==> src/softmax_mem_settings.svh <==
// width, depth and FIFO size defines for the softmax memory side
`ifndef SOFTMAX_MEM_SETTINGS_SVH
`define SOFTMAX_MEM_SETTINGS_SVH

// internal word width
`define SM_DW 32
// external memory beat width
`define SM_XDW 128
// external byte address width
`define SM_XAW 32
// internal words per external beat
`define SM_WCNT 4
// local buffer word address width
`define SM_AW 12
// configuration address width
`define SM_CW 6
// beat FIFO depth inside each master
`define SM_FIFO_DEPTH 4

`endif

==> src/softmax_mem_pkg.sv <==
// memory bus and master command structs, sequencer and config enums, status bits
`default_nettype none
`include "softmax_mem_settings.svh"

package softmax_mem_pkg;

    typedef struct packed {
        logic               read;
        logic               write;
        logic [`SM_XAW-1:0] address;   // byte address
        logic [`SM_XDW-1:0] writedata;
    } mem_req_t;

    typedef struct packed {
        logic               waitrequest;
        logic               readdatavalid;
        logic [`SM_XDW-1:0] readdata;
    } mem_rsp_t;

    typedef struct packed {
        logic               go;       // one cycle start
        logic [`SM_XAW-1:0] base;     // byte address
        logic [`SM_XAW-1:0] length;   // bytes
    } master_cmd_t;

    typedef enum logic [1:0] {
        IDLE,
        LOAD,
        WAIT_CORE,
        STORE
    } dp_state_e;

    typedef enum logic [`SM_CW-1:0] {
        CFG_RADDR  = 6'h00,
        CFG_WADDR  = 6'h01,
        CFG_IOLEN  = 6'h02,
        CFG_START  = 6'h20,
        CFG_STATUS = 6'h21
    } cfg_addr_e;

    // status register bit positions
    localparam int STAT_BUSY   = 0;
    localparam int STAT_LOADED = 1;
    localparam int STAT_STORED = 2;
    localparam int STAT_W      = 3;

endpackage

`default_nettype wire

==> src/mem_arbiter.sv <==
// round-robin arbiter for the shared external memory bus
`timescale 1ns/10ps
`default_nettype none

module mem_arbiter (
    input  wire logic                      clk,
    input  wire logic                      rst_n,
    input  wire softmax_mem_pkg::mem_req_t rd_req,
    output softmax_mem_pkg::mem_rsp_t      rd_rsp,
    input  wire softmax_mem_pkg::mem_req_t wr_req,
    output softmax_mem_pkg::mem_rsp_t      wr_rsp,
    output softmax_mem_pkg::mem_req_t      mem_req,
    input  wire softmax_mem_pkg::mem_rsp_t mem_rsp
);
    import softmax_mem_pkg::*;

    logic rd_v;
    logic wr_v;
    logic gnt;      // 0 read master, 1 write master
    logic gnt_q;
    logic lock;     // granted request still held by waitrequest
    logic rr;       // master with priority next
    logic cur_v;

    assign rd_v  = rd_req.read || rd_req.write;
    assign wr_v  = wr_req.read || wr_req.write;
    assign gnt   = lock ? gnt_q : ((rd_v && wr_v) ? rr : wr_v);
    assign cur_v = gnt ? wr_v : rd_v;

    assign mem_req = gnt ? wr_req : rd_req;

    assign rd_rsp.waitrequest   = mem_rsp.waitrequest || gnt;
    assign rd_rsp.readdatavalid = mem_rsp.readdatavalid;  // reads only come from here
    assign rd_rsp.readdata      = mem_rsp.readdata;
    assign wr_rsp.waitrequest   = mem_rsp.waitrequest || !gnt;
    assign wr_rsp.readdatavalid = 1'b0;
    assign wr_rsp.readdata      = '0;

    always_ff @(posedge clk) begin
        if (!rst_n) begin
            lock  <= 1'b0;
            gnt_q <= 1'b0;
            rr    <= 1'b0;
        end else begin
            lock  <= cur_v && mem_rsp.waitrequest;
            gnt_q <= gnt;
            if (cur_v && !mem_rsp.waitrequest)
                rr <= !gnt;  // other master first next time
        end
    end

endmodule

`default_nettype wire

==> config.mk <==
export PLATFORM = sky130hd
export DESIGN_NAME = mem_arbiter
export DESIGN_NICKNAME = d
export VERILOG_FILES = /design/src/softmax_mem_pkg.sv /design/src/mem_arbiter.sv
export VERILOG_INCLUDE_DIRS = /design/src
export SDC_FILE = /design/constraint.sdc
export NUM_CORES = 1
export LEC_CHECK = 0
export ABC_AREA = 1
export BUFFER_PORTS_ARGS = -buffer_cell sky130_fd_sc_hd__buf_4
export CAP_MARGIN = 15
export CORE_AREA = 2 2 345 347
export CTS_CLUSTER_DIAMETER = 30
export CTS_CLUSTER_SIZE = 10
export DETAILED_ROUTE_END_ITERATION = 8
export DIE_AREA = 0 0 347 349
export REMOVE_ABC_BUFFERS = 1
export SLEW_MARGIN = 20
export SYNTH_ARGS = -nofsm -noshare
export SYNTH_HDL_FRONTEND = slang
export SYNTH_SLANG_ARGS = --single-unit
==> constraint.sdc <==
create_clock -name clk -period 2.7 [get_ports clk]
set_input_delay 0.54 -clock clk [delete_from_list [all_inputs] [get_ports clk]]
set_output_delay 0.54 -clock clk [all_outputs]
set_load 0.01 [all_outputs]
; ---- Word-level counts from Yosys, hierarchy flattened
; Cells that the tools add are included.
[word_totals]
register_bits = 3
latchBits = 0
mem_bits_rw = 0
mem_bits_ro = 0
input_bits = 456
out_inout_bits = 422
elab_cells = 16
n_memories = 0
[op_classes]
add_sub_neg = 0
n_mul = 0
div = 0
order_cmp = 0
n_eq_ne = 0
shift = 0
n_mux = 4
n_bitwise = 0
reduce_logical = 9
[ops]
columns = operator, n
row1 = two-way mux 162 bit, 1
row2 = logical OR 1 bit, 4
row3 = logical AND 1 bit, 3
row4 = two-way mux 1 bit, 3
row5 = zero test 1 bit, 2

; ---- Longest topological paths before layout
; Gate-level depths: netlist of the first run.
[depth]
depth_word = 6
depth_mapped = 9
depth_no_buf = 7

; ---- Worst setup path before layout of the first run
; Ideal clock, no wire load.
[synth_timing]
kind = input port to output port
start = input port wr_req[161] (netlist name)
end = output port mem_req[153] (netlist name)
t_arrival_ns = 1.314
t_required_ns = 2.160
setup_slack_ns = 0.846
cell_stages = 9
path_cell_list = nor2_1 > nor2_1 > nand2_2 > nand2_2 > inv_2 > buf_6 > buf_6 > nand2_1 > nand2_1
[synth_rtl]
columns = item, line_no
row1 = "start, declared", mem_arbiter.sv:10  ; input wire softmax_mem_pkg::mem_req_t wr_req,
row2 = "end, declared", mem_arbiter.sv:12  ; output softmax_mem_pkg::mem_req_t mem_req,

==> summary.txt, run 1 <==
Global routing
  – Vias in the first global route: 5914
  – Global routing met1 resource utilization: 0.115
  – Met2 usage: 0.128
  – Initial antenna violation count: 36
  – Global-route wire length before repair: 74000 um
  – GRT Util Overall: 0.0983
  – Largest net degree at the start of global routing: between 50 and 60
  – Busiest grt layer: met2
  – GRT met3 Usage: 0.0837
  – Total grt overflow: 0

Power
  – Leakage power: 4.48 nW
  – Total power: 2.12 mW
  – VDD IR max: between 0.2 and 0.3 mV
  – Pwr dens: 249 nW/um^2

Clock tree
  – Worst-case clock buffer depth: 2
  – Quantity of gates resized following cts: 0
  – Setup Buffers After CTS: 0
  – H-tree levels: 1
  – Root Buffer Master: clkbuf_16
  – Clk_lat worst skew: 0.23 ns
  – Register clock-pin slew on the reported worst setup and hold paths: 0.03 ns
  – CTS Sinks: 3
  – CTS buffer count: 3
  – Hold_buf cts: 0
  – CTS tree: yes

Final layout
  – Multi-input gate area: ~2400 um^2
  – Sequential cell area: about 60 um^2
  – Area growth, synth to finish: 102%
  – Share of layout cells above drive strength 1: 0.448
  – Layout Cells excl Fill: between 2000 and 3000
  – FILL cells: 13900
  – Most common cell after layout, fill and taps aside: buf_4
  – Fin nets: 1612
  – Final Util: 0.0726
  – Most frequent cells in the layout: 497 x buf_4, 490 x nand2_1, 129 x conb_1

Critical path
  – Reg-to-Reg Start: lock
  – Setup crit end: mem_req[147]
  – Setup crit end kind: output pin
  – Worst Path Required: 2.16 ns
  – Critical path type: input port to output pin
  – CP startpoint: wr_req[161]
  – R2R setup slack: 1.19 ns
  – Critical path peak fanout: 39
  – Critical path arrival: 1.88 ns
  – Crit path launch type: input port
  – Worst reg2reg path endpoint: rr
  – R2R depth: 8

Floorplanning
  – Die area: 121000 um^2
  – Core area: roughly 120000 um^2
  – Initial core utilization: 0.0360
  – Row cnt: 126
  – IO Pins: between 800 and 900
  – Die H: 349 um
  – Die Span X: ~350 um

Detailed routing
  – Via count: ~6300
  – Via density: around 2.3
  – Final wirelength: 63400 um
  – Drt wl/cell: between 20 and 25 um
  – Starting DRC count in detailed routing: 392
  – DRC violation count after routing: 0
  – DRT Pass-1 Iters: 5
  – Post-route ant nets: 0

Timing
  – RSZ-0062 raised after global routing: false
  – Setup violators final: 0
  – Clock Skew: 0.00166 ns
  – Achievable Freq: ~410 MHz
  – WHS: 0.470 ns
  – Period utilisation layout: 0.895
  – Crit path time final: 2.42 ns
  – Final setup margin: 0.285 ns
  – Final hold violation count: 0
  – Final Max Tran Viols: 0

Logic synthesis
  – Synthesized flop and latch total: 3
  – Synth Instances: 806
  – Number of library cell types mapped by synthesis: 14
  – Mapped Area: 4230 um^2
  – Register area share after synthesis: 0.0142
  – Avg Inst Size Synth: 5.24 um^2
  – Synth warn: 0

Placed design
  – HPWL after DPL: 56100 um
  – PortBufs: 490
  – Placed cell count: 2687
  – Setup Slack @ Placement: about 0.25 ns
  – RD Place Congestion: 0.865

Hold path
  – Hold-critical path depth: 2
  – Hold WC Path Type: register to register

Flow run
  – Max cap viols: 0

Status
  – Outcome: finished clean
## registers in the layout (all words and copies together), names as in the netlist
register / cells
gnt_q: 1
lock: 1
rr: 1
## per-layer routing
metal	vias to the layer above	share of wire
met5	-	0.015
met4	22	0.025
met3	98	0.19
met2	786	0.36
met1	2722	0.41
li1	2717	-
## report_power, final
part	switching, mW	internal [mW]
clock network	0.0435	0.195
logic	0.929	0.906
registers	0.00155	0.0482
total	0.974	1.15
## logic make-up (layout without fill, tap and decap cells)
logic type / Yosys count / in the layout / share of synthesized area
flip-flops: 3 / 3 / 0.0142
buffers and inverters: 298 / 519 / 0.534
AO/OA/AOI/OAI: 2 / 2 / 0.00237
other: 1 / 143 / 0.000887
AND/OR/NAND/NOR: 502 / 502 / 0.448
## cell type report
type                       instances  area share
timing repair buffer             511       0.470
multi-input combinational        633       0.282
tap                             1536       0.225
clock buffer                       4     0.00924
sequential                         3     0.00704
antenna                           14     0.00411
inverter                           4     0.00235
## worst min-delay path by stage
stage	from	slack (ns)	endpoint
after floorplan	rr	0.43	rr
after global placement	rr	0.45	rr
after detailed placement	rr	0.46	rr
after CTS	rr	0.47	rr
after global routing	rr	0.50	rr
final	rr	0.47	rr
## worst max-delay path, cell delays in order
cell,delay [ns]
buf_4,0.11
nor2_1,0.15
nor2_1,0.08
nand2_2,0.12
nand2_8,0.10
inv_6,0.09
buf_12,0.14
buf_12,0.21
nand2_1,0.09
nand2_1,0.07
buf_4,0.14
## through the flow
stage	instance area (um^2)	setup TNS (ns)
finish	8530	0
CTS	8500	0
global placement	8420	0
floorplan	2460	-293.06
global route	8520	0
detailed placement	8420	0
## cell usage after synthesis
library cell	instances	area [um^2]
nand3_1	5	25.0
a21oi_1	1	5.00
inv_2	1	3.75
conb_1	1	3.75
dfxtp_1	3	60.1
buf_6	16	180
o21ai_1	1	5.00
nor2_1	5	18.8
inv_1	3	11.3
buf_8	2	30.0
nand2_1	490	1840
buf_2	16	80.1
buf_4	260	1950
nand2_2	2	12.5
(Power assumes the default switching activity.)
==> run 2: changes to the inputs <==
--- a/config.mk
+++ b/config.mk
@@ -10,6 +10,7 @@
 export BUFFER_PORTS_ARGS = -buffer_cell sky130_fd_sc_hd__buf_4
 export CAP_MARGIN = 15
 export CORE_AREA = 2 2 345 347
+export CTS_BUF_LIST = sky130_fd_sc_hd__clkbuf_8
 export CTS_CLUSTER_DIAMETER = 30
 export CTS_CLUSTER_SIZE = 10
 export DETAILED_ROUTE_END_ITERATION = 8
==> run 2 against run 1 <==
  * Count of clock-buffer cells in the layout fell by 1
  * Maximum frequency rose by 0.59%
  * Design area fell by 0.43%
  * Non-clock buffer count did not move
  * Sequential power barely moved
  * Largest power group unchanged
  * Sequential share of layout area barely moved
  * Combinational power barely moved
  * Flip-flop and latch count did not move
  * Global-route usage barely moved
  * Clock skew rose by 0.0014 ns
  * Final cell count barely moved
==> summary.txt, run 2 (synthesized netlist as in run 1, its figures left out) <==
Critical path
  – Worst reg2reg path endpoint: rr (unchanged)
  – Reg-to-Reg Start: lock (unchanged)
  – R2R setup slack: 1.21 ns (was 1.19 ns)
  – Worst Path Required: 2.16 ns (about the same)
  – Setup crit end kind: output pin (unchanged)
  – Crit path launch type: input port (unchanged)
  – Critical path arrival: 1.86 ns (was 1.88 ns)
  – Critical path type: input port to output pin (unchanged)
  – R2R depth: 8 (unchanged)
  – Critical path peak fanout: 39 (unchanged)

Final layout
  – Share of layout cells above drive strength 1: 0.448 (unchanged)
  – Most frequent cells in the layout: 497 x buf_4, 490 x nand2_1, 129 x conb_1 (unchanged)
  – Area growth, synth to finish: 101% (was 102%)
  – Most common cell after layout, fill and taps aside: buf_4 (unchanged)
  – Largest registers: gnt_q: 1 flops, lock: 1 flops, rr: 1 flops (unchanged)
  – FILL cells: 13900 (about the same)
  – Fin nets: 1612 (unchanged)
  – Fin area: 8490 um^2 (was 8530 um^2)
  – Final Util: 0.0723 (was 0.0726)

Global routing
  – Global-route wire length before repair: 73900 um (was 74000 um)
  – GRT Util Overall: 0.0983 (about the same)
  – Total grt overflow: 0 (unchanged)
  – Vias in the first global route: 5911 (was 5914)
  – Largest net degree at the start of global routing: 57 (unchanged)
  – Initial antenna violation count: 36 (unchanged)

Power
  – Net Sw Frac: 0.478 (was 0.459)
  – VDD IR max: 0.217 mV (was 0.276 mV)
  – Pint: 1.05 mW (was 1.15 mW)
  – NetSw: 962 uW (was 974 uW)
  – Reg power frac: 0.025 (was 0.023)
  – Pwr dens: 237 nW/um^2 (was 249 nW/um^2)
  – Combinational fraction of design power: 0.912 (was 0.864)
  – Clk network pwr share: 0.063 (was 0.112)
  – Leakage power: 4.47 nW (was 4.48 nW)

Clock tree
  – CTS tree: yes (unchanged)
  – CTS buffer count: 3 (unchanged)
  – Register clock-pin slew on the reported worst setup and hold paths: 0.03 ns (about the same)
  – Worst-case clock buffer depth: 2 (unchanged)
  – H-tree levels: 1 (unchanged)
  – Quantity of gates resized following cts: 0 (unchanged)
  – Setup Buffers After CTS: 0 (unchanged)
  – CTS Sinks: 3 (unchanged)
  – Hold_buf cts: 0 (unchanged)
  – Clk_lat worst skew: 0.22 ns (was 0.23 ns)
  – Root Buffer Master: clkbuf_8 (was clkbuf_16)

Timing
  – Setup tns final: 0 ns (unchanged)
  – Final setup margin: 0.299 ns (was 0.285 ns)
  – WHS: 0.467 ns (was 0.470 ns)
  – RSZ-0062 raised after global routing: false (unchanged)
  – Clock Skew: 0.00305 ns (was 0.00166 ns)
  – Period utilisation layout: 0.889 (was 0.895)
  – Achievable Freq: 417 MHz (was 414 MHz)
  – Final hold violation count: 0 (unchanged)
  – Final Max Tran Viols: 0 (unchanged)
  – Crit path time final: 2.40 ns (was 2.42 ns)
  – Setup violators final: 0 (unchanged)

Detailed routing
  – Via density: 2.34 (was 2.35)
  – Via count: 6330 (was 6345)
  – DRT Pass-1 Iters: 6 (was 5)
  – Drt wl/cell: 23.4 um (about the same)
  – Final wirelength: 63300 um (was 63400 um)
  – Starting DRC count in detailed routing: 382 (was 392)
  – Post-route ant nets: 0 (unchanged)
  – DRC violation count after routing: 0 (unchanged)

Placed design
  – PortBufs: 490 (unchanged)
  – Setup Slack @ Placement: 0.246 ns (unchanged)
  – Placed inst area: 8420 um^2 (unchanged)
  – RD Place Congestion: 0.865 (unchanged)
  – HPWL after DPL: 56100 um (unchanged)

Floorplanning
  – Die Span X: 347 um (unchanged)
  – IO Pins: 878 (unchanged)
  – Die H: 349 um (unchanged)
  – Die area: 121000 um^2 (unchanged)
  – Row cnt: 126 (unchanged)
  – Core area: 117000 um^2 (unchanged)
  – Initial core utilization: 0.0360 (unchanged)

Hold path
  – Hold Path End: rr (unchanged)
  – Min-delay src: rr (unchanged)
  – Hold-critical path depth: 2 (unchanged)
  – Hold WC Path Type: register to register (unchanged)

Flow run
  – Max cap viols: 0 (unchanged)

Status
  – Outcome: finished clean (unchanged)
-- run 2: cell count changes in the layout (fill, tap and decap cells not counted), sizes merged --
| cell | previous run | this run |
|---|---|---|
| diode | 14 | 13 |
| inv | 4 | 5 |
| clkbuf | 4 | 3 |
-- run 2: worst max path at each step --
stage	cells after the start	end	startpoint	slack, ns
floorplan	6	rd_rsp[129]	wr_req[161]	-1.80
global placement	8	mem_req[91]	rd_req[160]	0.23
detailed placement	9	mem_req[91]	wr_req[160]	0.25
CTS	9	mem_req[91]	wr_req[160]	0.24
global route	9	mem_req[91]	wr_req[161]	0.18
finish	11	mem_req[116]	wr_req[161]	0.30
-- run 2: area by class of cell --
class	instances	area [um^2]	area share
antenna	13	32.5	0.00383
clock buffer	3	41.3	0.00486
clock inverter	1	3.75	0.000442
inverter	4	20.0	0.00236
multi-input combinational	633	2400	0.283
sequential	3	60.1	0.00707
tap	1536	1920	0.226
timing repair buffer	511	4010	0.472
-- run 2: critical path, cell delays in order --
cell	delay, ns
buf_4	0.11
nor2_1	0.15
nor2_1	0.08
nand2_2	0.12
nand2_8	0.10
inv_6	0.09
buf_12	0.14
buf_12	0.21
nand2_1	0.08
nand2_1	0.09
buf_4	0.12
-- run 2: power groups by stage --
stage                     combinational (mW)  sequential (mW)  clock (mW)
after floorplan                        0.679           0.0499           0
after global placement                  1.85           0.0502           0
after detailed placement                1.86           0.0504           0
after CTS                               1.87           0.0498       0.128
after global routing                    2.01           0.0501       0.135
final                                   1.84           0.0497       0.128
-- run 2: per-layer routing --
metal	global-route usage	up-vias	part of all wire
met5	0.0676	-	0.015
met4	0.0188	22	0.025
met3	0.0837	96	0.19
met2	0.128	781	0.36
met1	0.115	2717	0.41
li1	-	2714	-
-- run 2: stage by stage --
| step | power (mW) | instances |
|---|---|---|
| after floorplan | 0.729 | 640 |
| after global placement | 1.90 | 2687 |
| after detailed placement | 1.92 | 2687 |
| after CTS | 2.05 | 2691 |
| after global routing | 2.19 | 2699 |
| final | 2.01 | 2704 |
==> run 3: changes to the inputs <==
--- a/config.mk
+++ b/config.mk
@@ -6,15 +6,15 @@
 export SDC_FILE = /design/constraint.sdc
 export NUM_CORES = 1
 export LEC_CHECK = 0
-export ABC_AREA = 1
+export ABC_AREA = 0
 export BUFFER_PORTS_ARGS = -buffer_cell sky130_fd_sc_hd__buf_4
 export CAP_MARGIN = 15
-export CORE_AREA = 2 2 345 347
+export CORE_AREA = 2 2 344 346
 export CTS_BUF_LIST = sky130_fd_sc_hd__clkbuf_8
 export CTS_CLUSTER_DIAMETER = 30
 export CTS_CLUSTER_SIZE = 10
 export DETAILED_ROUTE_END_ITERATION = 8
-export DIE_AREA = 0 0 347 349
+export DIE_AREA = 0 0 346 348
 export REMOVE_ABC_BUFFERS = 1
 export SLEW_MARGIN = 20
 export SYNTH_ARGS = -nofsm -noshare
==> run 3 against run 2 <==
  * Total power fell by 7.3%
  * Sequential power rose by 2%
  * Routed wire length fell by 4.8%
  * Clock skew fell by 0.0029 ns
  * Setup slack got worse by 0.29 ns
  * Flip-flop and latch count did not move
  * Synthesized area rose by 6.6%
  * Count of clock-buffer cells in the layout did not move
  * Critical endpoint is now mem_req[118]
==> summary.txt, run 3 <==
Detailed routing
  – Final wirelength: 60300 um (was 63300 um)
  – Via count: 4881 (was 6330)
  – DRC violation count after routing: 0 (unchanged)
  – Post-route ant nets: 0 (unchanged)
  – DRT Pass-1 Iters: 4 (was 6)
  – Starting DRC count in detailed routing: 208 (was 382)
  – Drt wl/cell: 25.4 um (was 23.4 um)
  – Via density: 2.06 (was 2.34)

Final layout
  – Most common cell after layout, fill and taps aside: buf_4 (unchanged)
  – Final Util: 0.0749 (was 0.0723)
  – Multi-input gate area: 2800 um^2 (was 2400 um^2)
  – Layout Cells excl Fill: 2372 (was 2704)
  – Most frequent cells in the layout: 503 x buf_4, 129 x conb_1, 100 x mux2_4 (was 497 x buf_4, 490 x nand2_1, 129 x conb_1)
  – Area growth, synth to finish: 94.5% (was 101%)
  – Fin nets: 1280 (was 1612)
  – Sequential cell area: 60.1 um^2 (unchanged)
  – Share of layout cells above drive strength 1: 0.747 (was 0.448)
  – FILL cells: 13700 (was 13900)
  – Largest registers: gnt_q: 1 flops, lock: 1 flops, rr: 1 flops (unchanged)

Logic synthesis
  – Number of library cell types mapped by synthesis: 20 (was 14)
  – Adder-cell share of the synthesized area: 0 (unchanged)
  – Post-synth top flop: dfxtp_1 (unchanged)
  – Multiplexer share of the synthesized area: 0.488 (was 0)
  – Area leader, netlist: buf_4 (unchanged)
  – Register area share after synthesis: 0.0133 (was 0.0142)
  – Yosys top cell area share: 0.433 (was 0.462)
  – Post-synthesis xor/xnor area fraction: 0 (unchanged)
  – Synthesized flop and latch total: 3 (unchanged)
  – Synth Area in Simple Gates: 0.0100 (was 0.448)
  – Synth warn: 0 (unchanged)
  – Synth top area cells: buf_4 43%, mux2_4 33%, mux2_1 15%, buf_6 4.0%, dfxtp_1 1.3% (was buf_4 46%, nand2_1 44%, buf_6 4.3%, buf_2 1.9%, dfxtp_1 1.4%)
  – Mapped Area: 4510 um^2 (was 4230 um^2)
  – Count leader, synth: buf_4 (was nand2_1)
  – FFs w/ async S/R, synth: 0 (unchanged)
  – Commonest cells in the netlist: 260 x buf_4, 100 x mux2_4, 62 x mux2_1, 16 x buf_6, 3 x dfxtp_1 (was 490 x nand2_1, 260 x buf_4, 16 x buf_2, 16 x buf_6)
  – Post-synth EDFFs: 0 (unchanged)
  – Compound-Gate Fraction of Synth Area: 0.0144 (was 0.00237)
  – Synth Instances: 458 (was 806)
  – Avg Inst Size Synth: 9.84 um^2 (was 5.24 um^2)
  – Main combinational cell family by area after synthesis: multiplexers (was buffers and inverters)

Floorplanning
  – Die H: 348 um (was 349 um)
  – Die Span X: 346 um (was 347 um)
  – Core area: 117000 um^2 (about the same)
  – IO Pins: 878 (unchanged)
  – Die area: 120000 um^2 (was 121000 um^2)
  – Row cnt: 126 (unchanged)
  – Initial core utilization: 0.0385 (was 0.0360)

Critical path
  – Most common cell on crit path: buf_4
  – R2R setup slack: 1.13 ns (was 1.21 ns)
  – Worst reg2reg path endpoint: rr (unchanged)
  – Slowest cell on crit path: o31a_2 (was buf_12)
  – Worst Path Required: 2.16 ns (about the same)
  – R2R depth: 5 (was 8)
  – Crit path launch type: input port (unchanged)
  – Cell family with most CP delay: buffers and inverters (unchanged)
  – Setup crit end kind: output pin (unchanged)
  – CP cell instances: buf_4 -> o21ba_1 -> o31a_2 -> buf_12 -> clkbuf_16 -> mux2_1 -> buf_4 (was buf_4 -> nor2_1 -> nor2_1 -> nand2_2 -> nand2_8 -> inv_6 -> buf_12 -> buf_12 -> nand2_1 -> nand2_1 -> buf_4)
  – CP peak stage delay: 0.34 ns (was 0.21 ns)
  – Bufs and invs on worst path: 4 (was 5)
  – Critical path arrival: 2.15 ns (was 1.86 ns)
  – Reg-to-Reg Start: rr (was lock)
  – Critical path type: input port to output pin (unchanged)
  – Critical path peak fanout: 19 (was 39)

Timing
  – Final hold violation count: 0 (unchanged)
  – Final Max Tran Viols: 0 (unchanged)
  – Period utilisation layout: 0.995 (was 0.889)
  – Crit path time final: 2.69 ns (was 2.40 ns)
  – WHS: 0.525 ns (was 0.467 ns)
  – Setup violators final: 0 (unchanged)
  – Setup tns final: 0 ns (unchanged)
  – Achievable Freq: 372 MHz (was 417 MHz)
  – Final setup margin: 0.0135 ns (was 0.299 ns)
  – Clock Skew: 0.000139 ns (was 0.00305 ns)

Clock tree
  – CTS buffer count: 3 (unchanged)
  – CTS tree: yes (unchanged)
  – Worst-case clock buffer depth: 2 (unchanged)
  – Quantity of gates resized following cts: 0 (unchanged)
  – Setup Buffers After CTS: 0 (unchanged)
  – Clk_lat worst skew: 0.21 ns (was 0.22 ns)
  – Root Buffer Master: clkbuf_8 (unchanged)
  – Hold_buf cts: 0 (unchanged)
  – Register clock-pin slew on the reported worst setup and hold paths: 0.03 ns (about the same)
  – H-tree levels: 1 (unchanged)
  – CTS Sinks: 3 (unchanged)

Power
  – Pwr dens: 213 nW/um^2 (was 237 nW/um^2)
  – VDD IR max: 0.122 mV (was 0.217 mV)
  – Leakage power: 4.13 nW (was 4.47 nW)

Hold path
  – Hold WC Path Type: register to register (unchanged)
  – Min-delay src: rr (unchanged)
  – Hold Path End: rr (unchanged)
  – Hold-critical path depth: 1 (was 2)

Global routing
  – Global-route wire length before repair: 68700 um (was 73900 um)
  – Initial antenna violation count: 34 (was 36)
  – GRT Util Overall: 0.0939 (was 0.0983)
  – Largest net degree at the start of global routing: 33 (was 57)
  – Total grt overflow: 0 (unchanged)
  – Vias in the first global route: 4643 (was 5911)

Flow run
  – Max cap viols: 0 (unchanged)

Placed design
  – HPWL after DPL: 53300 um (was 56100 um)
  – RD Place Congestion: 0.921 (was 0.865)
  – Setup Slack @ Placement: 0.0453 ns (was 0.246 ns)
  – PortBufs: 490 (unchanged)
  – Placed cell count: 2354 (was 2687)

Status
  – Outcome: finished clean (unchanged)
-- run 3: cell count changes after synthesis, sizes merged, moves of 3 or more --
cell / previous run / this run
buf: 294 / 276
inv: 4 / 0
mux2: 0 / 162
nand2: 492 / 1
nand3: 5 / 1
nor2: 5 / 2
-- run 3: final cells by class --
type / count / area share
Timing Repair Buffer: 509 / 0.446
Multi-Input combinational cell: 307 / 0.319
Tap cell: 1536 / 0.219
Sequential cell: 3 / 0.00685
Clock buffer: 3 / 0.00471
Antenna cell: 13 / 0.00371
Clock inverter: 1 / 0.000428
-- run 3: power breakdown --
part           switching, mW  internal (mW)  total [mW]  leakage (nW)
Sequential           0.00283         0.0480      0.0509        0.0248
Combinational          0.683           1.01        1.69          4.08
Clock                 0.0292         0.0968       0.126        0.0270
-- run 3: cells by family after synthesis --
family / after synthesis
and+or+nand+nor: 8
other: 1
DFF: 3
buffers and inverters: 276
AOI/OAI and AO/OA: 8
muxes: 162
-- run 3: worst max path at each step --
stage	startpoint	end	slack (ns)	cells after the start
finish	rd_req[160]	mem_req[118]	0.01	7
global route	rd_req[160]	mem_req[118]	-0.002	7
CTS	rd_req[160]	mem_req[151]	0.04	7
detailed placement	rd_req[160]	mem_req[155]	0.05	7
global placement	rd_req[160]	mem_req[151]	0.05	7
floorplan	wr_req[161]	mem_req[100]	-4.85	3
-- run 3: per-stage QoR --
stage | power, mW | instance area [um^2]
after global placement | 1.74 | 8650
after CTS | 1.88 | 8700
final | 1.87 | 8760
after floorplan | 0.918 | 2850
after detailed placement | 1.75 | 8650
after global routing | 1.99 | 8760
-- run 3: layer usage --
layer  part of all wire  global-route usage  vias up
li1                   -                   -     1894
met1               0.43               0.119     2147
met2               0.37               0.123      748
met3               0.16              0.0670       78
met4              0.024              0.0177       14
met5              0.013              0.0460        -
